--- config.mk ---
export PLATFORM = sky130hd
export DESIGN_NAME = synth_voice_top
export DESIGN_NICKNAME = d
export VERILOG_FILES = /design/src/hw/synth_pkg.sv /design/src/hw/note_glide.sv /design/src/hw/rate_ticker.sv /design/src/hw/synth_voice_top.sv /design/src/hw/tone_osc.sv /design/src/hw/vibrato_lfo.sv
export SDC_FILE = /design/constraint.sdc
export NUM_CORES = 1
export LEC_CHECK = 0
export ABC_AREA = 1
export BUFFER_PORTS_ARGS = -buffer_cell sky130_fd_sc_hd__buf_2
export CAP_MARGIN = 20
export CORE_MARGIN = 4
export CORE_UTILIZATION = 55
export CTS_BUF_LIST = sky130_fd_sc_hd__clkbuf_8
export DETAILED_ROUTE_END_ITERATION = 12
export GPL_ROUTABILITY_DRIVEN = 1
export GPL_TIMING_DRIVEN = 1
export PLACE_DENSITY = 0.8
export RECOVER_POWER = 25
export SLEW_MARGIN = 0
export SYNTH_ARGS = -nofsm -noshare
export SYNTH_HDL_FRONTEND = slang
export SYNTH_SLANG_ARGS = --single-unit
--- constraint.sdc ---
create_clock -name clk50mhz -period 4.8 [get_ports clk50mhz]
set_input_delay 0.48 -clock clk50mhz [delete_from_list [all_inputs] [get_ports clk50mhz]]
set_output_delay 0.48 -clock clk50mhz [all_outputs]
set_load 0.005 [all_outputs]
--- src/hw/synth_pkg.sv ---
package synth_pkg;

	// note number where 0 means rest
	localparam int NOTE_W = 6;
	// playable note range
	localparam int MIN_NOTE = 1;
	localparam int MAX_NOTE = (1 << NOTE_W) - 1;

	// signed vibrato offset in semitones
	localparam int OFS_W = 3;
	// largest offset magnitude the lfo may reach
	localparam int OFS_MAX = (1 << (OFS_W - 1)) - 1;
	// vibrato depth select of 0..3 semitones
	localparam int DEPTH_W = 2;

	// intervals up to this use single semitone steps
	localparam int GLIDE_SMALL = 4;

	// clocks between glide steps kept short for simulation
	localparam int GLIDE_DIV = 64;
	// clocks between lfo steps
	localparam int LFO_DIV = 96;

	// half-period counter width
	localparam int HP_W = 20;
	localparam int SEMITONES = 12;
	// octave of notes 60..71 which need no shift
	localparam int TOP_OCT = 5;

	// half periods at 50 MHz for notes 60..71
	// lower octaves shift these left by (TOP_OCT - octave)
	localparam logic [0:SEMITONES-1][HP_W-1:0] HALF_PERIOD_TOP = {
		20'd11945,
		20'd11274,
		20'd10641,
		20'd10044,
		20'd9480,
		20'd8948,
		20'd8446,
		20'd7972,
		20'd7525,
		20'd7102,
		20'd6704,
		20'd6327
	};

endpackage

--- src/hw/note_glide.sv ---
`timescale 1ns/1ps

module note_glide (
	input  logic                         clk50mhz,
	input  logic                         rst,
	input  logic [synth_pkg::NOTE_W-1:0] note_in,
	input  logic                         gate,
	input  logic                         glide_tick,
	output logic [synth_pkg::NOTE_W-1:0] glide_note
);
	import synth_pkg::*;

	// registered input note and the stage behind it
	logic [NOTE_W-1:0] cur_note;
	logic [NOTE_W-1:0] prev_note;
	// note the glide started from
	logic [NOTE_W-1:0] start_note;
	// set once the first tick after gate rise has loaded a note
	logic              armed;

	// full interval of the current glide
	logic [NOTE_W-1:0] interval;
	// distance still left to the target
	logic [NOTE_W-1:0] remain;
	logic [NOTE_W-1:0] step;
	logic              going_up;

	// two stage note history
	always_ff @(posedge clk50mhz)
	begin
		if (rst)
		begin
			cur_note   <= '0;
			prev_note  <= '0;
			start_note <= '0;
		end
		else
		begin
			cur_note  <= note_in;
			prev_note <= cur_note;
			// a new note arrived so remember where we came from
			if (cur_note != prev_note)
			begin
				start_note <= prev_note;
			end
		end
	end

	// size of the jump being glided over
	assign interval = (start_note > note_in) ? (start_note - note_in)
	                                         : (note_in - start_note);

	// quarter steps for wide jumps and semitones for narrow ones
	assign step = (interval > GLIDE_SMALL) ? (interval >> 2) : NOTE_W'(1);

	// direction taken from where the output is now
	assign going_up = (glide_note < note_in);
	assign remain   = going_up ? (note_in - glide_note) : (glide_note - note_in);

	// portamento output cleared on any clock while gate is low
	always_ff @(posedge clk50mhz)
	begin
		if (rst || !gate)
		begin
			glide_note <= '0;
			armed      <= 1'b0;
		end
		else if (glide_tick)
		begin
			if (!armed)
			begin
				// first tick after gate rise jumps straight to the note
				glide_note <= cur_note;
				armed      <= 1'b1;
			end
			else if (remain < step)
			begin
				// close enough so land exactly without overshoot
				glide_note <= note_in;
			end
			else if (going_up)
			begin
				glide_note <= glide_note + step;
			end
			else
			begin
				glide_note <= glide_note - step;
			end
		end
	end

endmodule

--- src/hw/rate_ticker.sv ---
`timescale 1ns/1ps

module rate_ticker #(
	parameter int DIVISOR = 64
) (
	input  logic clk50mhz,
	input  logic rst,
	output logic tick
);

	// at least one bit even for tiny divisors
	localparam int CNT_W = (DIVISOR > 1) ? $clog2(DIVISOR) : 1;

	logic [CNT_W-1:0] count;
	logic             at_wrap;

	// last count of the period
	assign at_wrap = (count == CNT_W'(DIVISOR - 1));

	// free running and wraps back to 0 after DIVISOR-1
	always_ff @(posedge clk50mhz)
	begin
		if (rst)
		begin
			count <= '0;
		end
		else if (at_wrap)
		begin
			count <= '0;
		end
		else
		begin
			count <= count + 1'b1;
		end
	end

	// one cycle strobe per period
	assign tick = at_wrap;

endmodule

--- src/hw/synth_voice_top.sv ---
`timescale 1ns/1ps

module synth_voice_top (
	input  logic                          clk50mhz,
	input  logic                          rst,
	input  logic [synth_pkg::NOTE_W-1:0]  note_in,
	input  logic                          gate,
	input  logic [synth_pkg::DEPTH_W-1:0] depth,
	output logic [synth_pkg::NOTE_W-1:0]  glide_note,
	output logic [synth_pkg::NOTE_W-1:0]  pitch,
	output logic                          tone_out
);
	import synth_pkg::*;

	// step strobes for glide and lfo
	logic                    glide_tick;
	logic                    lfo_tick;
	// triangle offset into the oscillator
	logic signed [OFS_W-1:0] vib_offset;

	// glide rate
	rate_ticker #(
		.DIVISOR (GLIDE_DIV)
	) u_glide_tick (
		.clk50mhz (clk50mhz),
		.rst      (rst),
		.tick     (glide_tick)
	);

	// vibrato rate
	rate_ticker #(
		.DIVISOR (LFO_DIV)
	) u_lfo_tick (
		.clk50mhz (clk50mhz),
		.rst      (rst),
		.tick     (lfo_tick)
	);

	// portamento
	note_glide u_note_glide (
		.clk50mhz   (clk50mhz),
		.rst        (rst),
		.note_in    (note_in),
		.gate       (gate),
		.glide_tick (glide_tick),
		.glide_note (glide_note)
	);

	// runs alongside the glide
	vibrato_lfo u_vibrato_lfo (
		.clk50mhz   (clk50mhz),
		.rst        (rst),
		.lfo_tick   (lfo_tick),
		.depth      (depth),
		.vib_offset (vib_offset)
	);

	// pitch and square wave out
	tone_osc u_tone_osc (
		.clk50mhz   (clk50mhz),
		.rst        (rst),
		.glide_note (glide_note),
		.vib_offset (vib_offset),
		.pitch      (pitch),
		.tone_out   (tone_out)
	);

endmodule

--- src/hw/tone_osc.sv ---
`timescale 1ns/1ps

module tone_osc (
	input  logic                               clk50mhz,
	input  logic                               rst,
	input  logic [synth_pkg::NOTE_W-1:0]       glide_note,
	input  logic signed [synth_pkg::OFS_W-1:0] vib_offset,
	output logic [synth_pkg::NOTE_W-1:0]       pitch,
	output logic                               tone_out
);
	import synth_pkg::*;

	// two extra bits keep sign and carry of the sum
	logic signed [NOTE_W+1:0] pitch_sum;
	logic [NOTE_W-1:0]        pitch_next;

	// pitch split into octave and semitone
	logic [2:0]               octave;
	logic [3:0]               semi;
	logic [HP_W-1:0]          half_period;

	// half period held since the last toggle and 0 while idle
	logic [HP_W-1:0]          hp_latch;
	logic [HP_W-1:0]          hp_limit;
	logic [HP_W-1:0]          hp_cnt;

	// glided note plus signed vibrato
	assign pitch_sum = $signed({2'b00, glide_note}) + vib_offset;

	always_comb
	begin
		if (glide_note == '0)
		begin
			// rest stays rest whatever the lfo does
			pitch_next = '0;
		end
		else if (pitch_sum < MIN_NOTE)
		begin
			pitch_next = NOTE_W'(MIN_NOTE);
		end
		else if (pitch_sum > MAX_NOTE)
		begin
			pitch_next = NOTE_W'(MAX_NOTE);
		end
		else
		begin
			pitch_next = pitch_sum[NOTE_W-1:0];
		end
	end

	always_ff @(posedge clk50mhz)
	begin
		if (rst)
		begin
			pitch <= '0;
		end
		else
		begin
			pitch <= pitch_next;
		end
	end

	// octave lookup with the highest octave first
	always_comb
	begin
		if (pitch >= NOTE_W'(TOP_OCT * SEMITONES))
		begin
			octave = 3'(TOP_OCT);
			semi   = 4'(pitch - NOTE_W'(TOP_OCT * SEMITONES));
		end
		else if (pitch >= NOTE_W'((TOP_OCT - 1) * SEMITONES))
		begin
			octave = 3'(TOP_OCT - 1);
			semi   = 4'(pitch - NOTE_W'((TOP_OCT - 1) * SEMITONES));
		end
		else if (pitch >= NOTE_W'((TOP_OCT - 2) * SEMITONES))
		begin
			octave = 3'(TOP_OCT - 2);
			semi   = 4'(pitch - NOTE_W'((TOP_OCT - 2) * SEMITONES));
		end
		else if (pitch >= NOTE_W'((TOP_OCT - 3) * SEMITONES))
		begin
			octave = 3'(TOP_OCT - 3);
			semi   = 4'(pitch - NOTE_W'((TOP_OCT - 3) * SEMITONES));
		end
		else if (pitch >= NOTE_W'(SEMITONES))
		begin
			octave = 3'd1;
			semi   = 4'(pitch - NOTE_W'(SEMITONES));
		end
		else
		begin
			octave = 3'd0;
			semi   = 4'(pitch);
		end
	end

	// each octave down doubles the half period
	assign half_period = HALF_PERIOD_TOP[semi] << (TOP_OCT - octave);

	// first half period after a rest uses the live lookup
	assign hp_limit = (hp_latch == '0) ? half_period : hp_latch;

	always_ff @(posedge clk50mhz)
	begin
		if (rst || pitch == '0)
		begin
			hp_cnt   <= '0;
			hp_latch <= '0;
			tone_out <= 1'b0;
		end
		else if (hp_cnt == hp_limit - 1'b1)
		begin
			// edge reloads from the pitch playing right now
			hp_cnt   <= '0;
			hp_latch <= half_period;
			tone_out <= ~tone_out;
		end
		else
		begin
			hp_cnt   <= hp_cnt + 1'b1;
			hp_latch <= hp_limit;
		end
	end

endmodule

--- src/hw/vibrato_lfo.sv ---
`timescale 1ns/1ps

module vibrato_lfo (
	input  logic                               clk50mhz,
	input  logic                               rst,
	input  logic                               lfo_tick,
	input  logic [synth_pkg::DEPTH_W-1:0]      depth,
	output logic signed [synth_pkg::OFS_W-1:0] vib_offset
);
	import synth_pkg::*;

	// turning point of the triangle
	logic signed [OFS_W-1:0] lim;
	// 1 while climbing toward +lim
	logic                    dir_up;
	// depth dropped under the present magnitude
	logic                    out_of_range;

	// depth capped to what the offset width can hold
	assign lim = (depth > OFS_MAX) ? OFS_W'(OFS_MAX) : OFS_W'(depth);

	assign out_of_range = (vib_offset > lim) || (vib_offset < -lim);

	always_ff @(posedge clk50mhz)
	begin
		if (rst)
		begin
			vib_offset <= '0;
			dir_up     <= 1'b1;
		end
		else if (lfo_tick)
		begin
			if (out_of_range)
			begin
				// walk back toward zero one step per tick
				// direction follows so the triangle carries on smoothly
				if (vib_offset > 0)
				begin
					vib_offset <= vib_offset - OFS_W'(1);
					dir_up     <= 1'b0;
				end
				else
				begin
					vib_offset <= vib_offset + OFS_W'(1);
					dir_up     <= 1'b1;
				end
			end
			else if (lim == '0)
			begin
				// depth 0 means no vibrato
				vib_offset <= '0;
			end
			else if (dir_up)
			begin
				// top reached so turn down
				if (vib_offset == lim)
				begin
					vib_offset <= vib_offset - OFS_W'(1);
					dir_up     <= 1'b0;
				end
				else
				begin
					vib_offset <= vib_offset + OFS_W'(1);
				end
			end
			else
			begin
				// bottom reached so turn up
				if (vib_offset == -lim)
				begin
					vib_offset <= vib_offset + OFS_W'(1);
					dir_up     <= 1'b1;
				end
				else
				begin
					vib_offset <= vib_offset - OFS_W'(1);
				end
			end
		end
	end

endmodule
Yosys cells after proc, flatten, opt, wreduce, memory -nomap -nowiden

Memories as Yosys holds them, arrays and structs flattened.
Index checks and enable logic that the tools add are counted.

Bits in registers: 89
Output and inout bits: 13
Bits in writable memories: 0
Memories: 1
Logic and storage cells: 108
Latch bits: 0
Bits of input ports: 11
ROM bits: 320

$mul: 0
Equality and inequality tests: 7
Bitwise operators: 2
Multiplexer cells: 34
Divide/modulo/power cells: 0
Reduce and logical (&&, ||, !) cells: 14
Add/subtract/negate cells: 20
Shifts and indexed selects: 1
Order comparisons: 15

Memory list:

| memory           | depth | width | rd ports | clocked after Yosys merged registers in | write ports | RTL line       | RTL |
|---|---|---|---|---|---|---|---|
| (name not given) | 16    | 20    | 1        | 0                                       | 0           | tone_osc.sv:99 | `assign half_period = HALF_PERIOD_TOP[semi] << (TOP_OCT - octave);` |

Operator list:

| operator                                                       | count |
|---|---|
| 2-to-1 mux 20 bit                                              | 4 |
| 2-to-1 mux 6 bit                                               | 6 |
| << shifter 20 x 32 -> 20 bit                                   | 1 |
| 2-to-1 mux 3 bit                                               | 10 |
| subtractor 6 bit                                               | 5 |
| 2-to-1 mux 4 bit                                               | 6 |
| adder 20 x 1 -> 20 bit (second input constant)                 | 1 |
| equality test 20 bit                                           | 1 |
| zero test 20 bit                                               | 1 |
| subtractor 20 x 1 -> 20 bit (second input constant)            | 1 |
| >= comparator 6 bit (second input constant)                    | 3 |
| zero test 6 bit                                                | 2 |
| less-than comparator 6 bit                                     | 2 |
| subtractor 4 bit (second input constant)                       | 3 |
| adder 7 x 3 -> 8 bit                                           | 1 |
| greater-than comparator 8 x 7 -> 1 bit (second input constant) | 1 |
| less-than comparator 8 x 2 -> 1 bit (second input constant)    | 1 |
| 2-to-1 mux 1 bit                                               | 8 |
| OR reduction 2 bit                                             | 4 |
| adder 7 x 1 -> 7 bit (second input constant)                   | 1 |
| equality test 7 bit (second input constant)                    | 1 |
| adder 6 x 1 -> 6 bit (second input constant)                   | 1 |
| adder 6 bit                                                    | 1 |
| equality test 3 bit                                            | 2 |
| 24 further kinds                                               | 26 |

Depth between registers and ports, before layout

Word-level depth: 15
Gate-level depth with buffers: 37
Gate-level depth less buffers: 35

Cells and area by module

Synthesis repeated with hierarchy kept, for this count alone.

Cell total of the unflattened synthesis: 1329
Area total of the unflattened synthesis: 8192.9 sq um

By module, submodules not included:

| module                     | times used | cells each | seq. area each (sq um) | area an instance (sq um) |
|---|---|---|---|---|
| tone_osc                   | 1          | 819        | 940.9                  | 4660.7 |
| note_glide                 | 1          | 351        | 500.5                  | 2388.5 |
| vibrato_lfo                | 1          | 82         | 80.1                   | 564.3 |
| rate_ticker (u_lfo_tick)   | 1          | 41         | 140.1                  | 314.1 |
| rate_ticker (u_glide_tick) | 1          | 36         | 120.1                  | 265.3 |

Worst setup path before layout

Ideal clock, no wire load.

Path type: input-to-reg
From: input port note_in[0] (netlist name)
To: register u_note_glide.glide_note[5] (netlist name)
Arrival: 4.389 ns
Slack: 0.290 ns
Stages on the path: 28
Path buffers: 0
Setup time: 0.122 ns
Data required time: 4.678 ns
Path through: ha_1 -> fa_1 -> o21a_1 -> o21ai_0 -> nand2_1 -> nand2_1 -> nand2_1 -> a22o_1 -> a21oi_1 -> xor2_1 -> nand2_1 -> nand2_1 -> inv_1 -> ha_1 -> nor2_1 -> xor2_1 -> inv_1 -> ha_1 -> a21oi_1 -> nand2_1 -> a21oi_1 -> nor2_1 -> nor2_1 -> xor2_1 -> xor2_1 -> a21oi_1 -> o21ai_0 -> a21oi_1

Word-level cells in the longest chain between the ends: 8
Elaborated cells on any way between the ends: 16
Those cells by class: add/sub: 6; order compare: 4; mux: 6

Ends and longest elaborated chain:

| element                                                | RTL line                           | RTL |
|---|---|---|
| start, declared                                        | synth_voice_top.sv:6               | `input logic [synth_pkg::NOTE_W-1:0] note_in,` |
| subtractor 6 bit, or another cell as far along         | note_glide.sv:51                   | `: (note_in - start_note);` |
| 2-to-1 mux 6 bit                                       | note_glide.sv:50                   | `assign interval = (start_note > note_in) ? (start_note - note_in)` |
| greater-than comparator 6 x 3 -> 1 bit                 | note_glide.sv:54                   | `assign step = (interval > GLIDE_SMALL) ? (interval >> 2) : NOTE_W'(1);` |
| 2-to-1 mux 4 bit                                       | note_glide.sv:54                   |  |
| subtractor 6 bit / adder 6 bit (equally long branches) | note_glide.sv:87, note_glide.sv:83 |  |
| 2-to-1 mux 6 bit                                       | note_glide.sv:81                   | `else if (going_up)` |
| 2-to-1 mux 6 bit *                                     | note_glide.sv:76                   | `else if (remain < step)` |
| 2-to-1 mux 6 bit *                                     | note_glide.sv:70                   | `if (!armed)` |
| end signal, assigned                                   | note_glide.sv:73                   | `glide_note <= cur_note;` |
| end signal, assigned                                   | note_glide.sv:83                   | `glide_note <= glide_note + step;` |
| end signal, assigned                                   | note_glide.sv:87                   | `glide_note <= glide_note - step;` |
| end, declared                                          | note_glide.sv:9                    | `output logic [synth_pkg::NOTE_W-1:0] glide_note` |

Every way passes the cells marked *; elsewhere a longest branch is shown, timed or not.
A chain may end at the register's enable or synchronous reset.

Worst setup path in the final report

From: register u_note_glide.start_note[0]
To: register u_note_glide.glide_note[5] (netlist name)

Word-level cells in the longest chain between the ends: 8
Elaborated cells on any way between the ends: 12
Those cells by class: add/sub: 4; order compare: 3; mux: 5

Ends and longest elaborated chain:

| element                                                | RTL line                           | RTL |
|---|---|---|
| start, declared                                        | note_glide.sv:17                   | `logic [NOTE_W-1:0] start_note;` |
| start signal, assigned                                 | note_glide.sv:44                   | `start_note <= prev_note;` |
| subtractor 6 bit, or another cell as far along         | note_glide.sv:51                   |  |
| 2-to-1 mux 6 bit *                                     | note_glide.sv:50                   |  |
| greater-than comparator 6 x 3 -> 1 bit                 | note_glide.sv:54                   |  |
| 2-to-1 mux 4 bit *                                     | note_glide.sv:54                   |  |
| subtractor 6 bit / adder 6 bit (equally long branches) | note_glide.sv:87, note_glide.sv:83 |  |
| 2-to-1 mux 6 bit                                       | note_glide.sv:81                   |  |
| 2-to-1 mux 6 bit *                                     | note_glide.sv:76                   |  |
| 2-to-1 mux 6 bit *                                     | note_glide.sv:70                   |  |

Marked as above.

==> impl_results.md <==
* Antenna violations before repair at 0
* FF-to-FF path depth at 29
* Ant diodes at 0
* Setup TNS at 0 ns
* Syn_area_per_cell at 6.35 um^2
* Die ar. at 0.0165 mm^2
* Fill count at 1,314
* Util after Layout at 0.612
* Overall routing resource usage at 0.238
* Max stage delay on crit path at 0.37 ns
* Power density over the cells at 186 mW/mm^2
* Nets@finish at 1,363
* Initial core utilization at 0.568
* Hold WC Path Type: in2reg
* DRT Wirelength at 19.5 mm
* Sequential-to-total area share from yosys stat at 0.223
* Status: finished clean
* MaxCap Viol Count at 0
* Worst Hold Endpoint: u_note_glide.armed
* Final Hold Vio Count at 0
* Ports at 24
* Drt pass-1 iters at 5
* Num rows at 43
* GRT overflow at 0
* Via count at 7,956
* CTS tree: done
* Die W at 128 um
* Most used cell, CP: nand2_1
* Post-Synth Adder-Cell Area at 0.111
* First-pass GRT wire length at 32.7 mm
* Design area at 0.00860 mm^2
* Antenna-violating nets left at 0
* Slew Viols, Final at 0
* Largest family of logic cells by synthesized area: simple AND/OR/NAND/NOR gates
* Fmax at 221 MHz
* Gpl congestion at 0.950
* Clk buf depth at 2
* Post-synth EDFFs at 0
* R2r endpoint: u_note_glide.glide_note[5]
* H-tree depth at 3
* Post-synthesis instance total at 1,257
* CTS root buffer: clkbuf_8
* Sink Count at 89
* Worst-path clk slew at 0.10 ns
* # placed instances at 1,453
* Largest net degree at the start of global routing at 30
* Async SR Flop Fraction at 0
* Routed vias/inst at 5.41
* Tcrit/Tclk final at 0.945
* Complex-gate fraction of the synthesized area at 0.0972
* Critical path arrival at 4.80 ns
* Post-route insts no fill at 1,470
* Mux cell area share after synthesis at 0.00251
* I/O Buffers at 23
* Worst VDD drop at 0.193 mV
* Synth Register Bits at 89
* Die outline height at 128 um
* Post-CTS Hold Buffers at 0
* Routed wire per std cell at 13.3 um
* Final Setup Violations at 0
* Period minus WS final at 4.53 ns
* Synth Area in XOR/XNOR at 0.0472
* Vias in the first global route at 7,314
* DP HPWL at 15.5 mm
* Critical path endpoint category: register
* Leakage power at 4.25 nW
* Area grow syn2layout at 7.78%
* Mapped Area at 0.00798 mm^2
* CP Launch Type: register
* Worst reg2reg path startpoint: u_note_glide.start_note[0]
* CP max stage cell: fa_2
* Std-Cell Core Area at 0.0140 mm^2
* DP Area at 0.00834 mm^2
* Syn Nets at 1,335
* Syn. warnings at 0
* CP required at 5.07 ns
* Hold Path Stages at 3
* Max FO, Critical Path at 5
* Slew @ Worst Pin at 0.891 ns
* Final Skew at 0.0117 ns
* Reg2reg setup slack at 0.27 ns
* Main synth FF type: dfxtp_1
* Dpl ws at -0.0744 ns
* Remaining DRCs at 0
* Synth cell types at 51
* Rel. slew slack at 0.406
* Layout cell share with drive strength beyond 1 at 0.112
* Final worst setup slack at 0.266 ns
* CTS buffer count at 9
* Simple-gate area share of the yosys netlist at 0.409
* Hold Startpoint: gate
* Clk_lat worst skew at 0.38 ns
* Critical path type: reg2reg
* Initial DRC count at 530
[per-stage QoR]
step	hold WS, ns	power (mW)
after global placement	0.432	1.03
after global routing	0.377	1.69
after CTS	0.374	1.60
final	0.389	1.60
after detailed placement	0.436	1.04
after floorplan	0.418	0.968
[critical path, delay by kind of cell, from the launching register on]
kind	cells	cell delay, ns
compound gates	9	1.30
flops	1	0.35
simple gates	9	0.83
buf+inv	3	0.19
fa+ha+maj	4	1.01
xor+xnor	4	0.73
[logic make-up after synthesis]
| kind of cell | count (synthesis) |
|---|---|
| AO/OA/AOI/OAI | 139 |
| XOR/XNOR | 43 |
| multiplexers | 2 |
| flip-flops | 89 |
| AND/OR/NAND/NOR | 694 |
| buffers and inverters | 223 |
| adder cells (fa/ha/maj) | 67 |
[state kept, by name, indices dropped and copies added, names as in the netlist, 6 cells and up]
signal                   cells
u_tone_osc.hp_latch         20
u_note_glide.prev_note       6
u_tone_osc.pitch             6
u_note_glide.glide_note      6
u_glide_tick.count           6
u_note_glide.start_note      6
u_tone_osc.hp_cnt           20
u_lfo_tick.count             7
u_note_glide.cur_note        6
[what timing repair did]
| item | 4_1_cts | 5_1_grt |
|---|---|---|
| gates resized for setup | 0 | 12 |
| endpoints found under the setup margin | 0 | 36 |
| buffers inserted | 0 | 1 |
[Yosys cell counts (3+ instances only)]
cell type | number | area (um^2)
o21bai_1 | 3 | 22.5
ha_1 | 61 | 763
a21oi_1 | 66 | 330
nor4_1 | 7 | 43.8
nand4_1 | 23 | 144
nand2_1 | 300 | 1130
nor2_2 | 9 | 56.3
nand2_2 | 17 | 106
a21boi_0 | 4 | 30.0
nand3_1 | 144 | 721
dfxtp_1 | 89 | 1780
xor2_1 | 34 | 298
inv_1 | 180 | 676
o22ai_1 | 3 | 18.8
nor3_1 | 12 | 60.1
buf_2 | 10 | 50.1
inv_2 | 12 | 45.0
nand3b_1 | 4 | 30.0
nand3_2 | 13 | 130
o21ai_1 | 6 | 30.0
xnor2_1 | 9 | 78.8
nand2_4 | 9 | 101
fa_1 | 6 | 120
buf_4 | 4 | 30.0
a221oi_1 | 5 | 43.8
nor2_1 | 138 | 518
clkbuf_1 | 11 | 41.3
nor2_4 | 6 | 67.6
o21ai_0 | 39 | 195
[worst max path at each step]
stage	from	endpoint	slack, ns	cells past startpoint
after floorplan	note_in[0]	u_note_glide.glide_note[5]	0.29	28
after global routing	u_note_glide.start_note[0]	u_note_glide.glide_note[5]	-0.09	29
after detailed placement	note_in[0]	u_note_glide.glide_note[5]	-0.07	29
after global placement	note_in[0]	u_note_glide.glide_note[5]	0.13	29
final	u_note_glide.start_note[0]	u_note_glide.glide_note[5]	0.27	29
after CTS	u_note_glide.start_note[0]	u_note_glide.glide_note[5]	0.11	29
[layout by cell type (no fill, tap or decap), types with 10 or more instances in the layout]
| cell type | Yosys | final |
|---|---|---|
| nand2_1 | 300 | 299 |
| inv_1 | 180 | 180 |
| nand3_1 | 144 | 144 |
| nor2_1 | 138 | 137 |
| dfxtp_1 | 89 | 87 |
| a21oi_1 | 66 | 65 |
| ha_1 | 61 | 59 |
| o21ai_0 | 39 | 38 |
| xor2_1 | 34 | 34 |
| nand4_1 | 23 | 23 |
| buf_4 | 4 | 21 |
| buf_2 | 10 | 19 |
| nand2_2 | 17 | 18 |
| nand3_2 | 13 | 13 |
| nor3_1 | 12 | 12 |
| inv_2 | 12 | 12 |
| nor2_2 | 9 | 10 |
[cell type report]
| cell class | count | area (um^2) | area share |
|---|---|---|---|
| clock inverters | 7 | 95.1 | 0.0111 |
| repair buffers | 46 | 275 | 0.0320 |
| well taps | 180 | 225 | 0.0262 |
| clock buffers | 9 | 124 | 0.0144 |
| flip-flops and latches | 89 | 1780 | 0.207 |
| inverters | 194 | 728 | 0.0847 |
| multi-input cells | 945 | 5370 | 0.624 |
[power by group]
part,internal [mW],total [mW],switching (mW)
clock network,0.257,0.555,0.299
logic,0.122,0.286,0.165
registers,0.750,0.760,0.00985
[routing by layer]
metal	GRT usage	up-vias	share of wire
met5	0	-	0
met4	0.0911	0	0.036
met3	0.0374	55	0.049
met2	0.421	232	0.49
met1	0.290	3581	0.42
li1	-	4088	-
No activity file was read; power rests on OpenSTA's default activity.
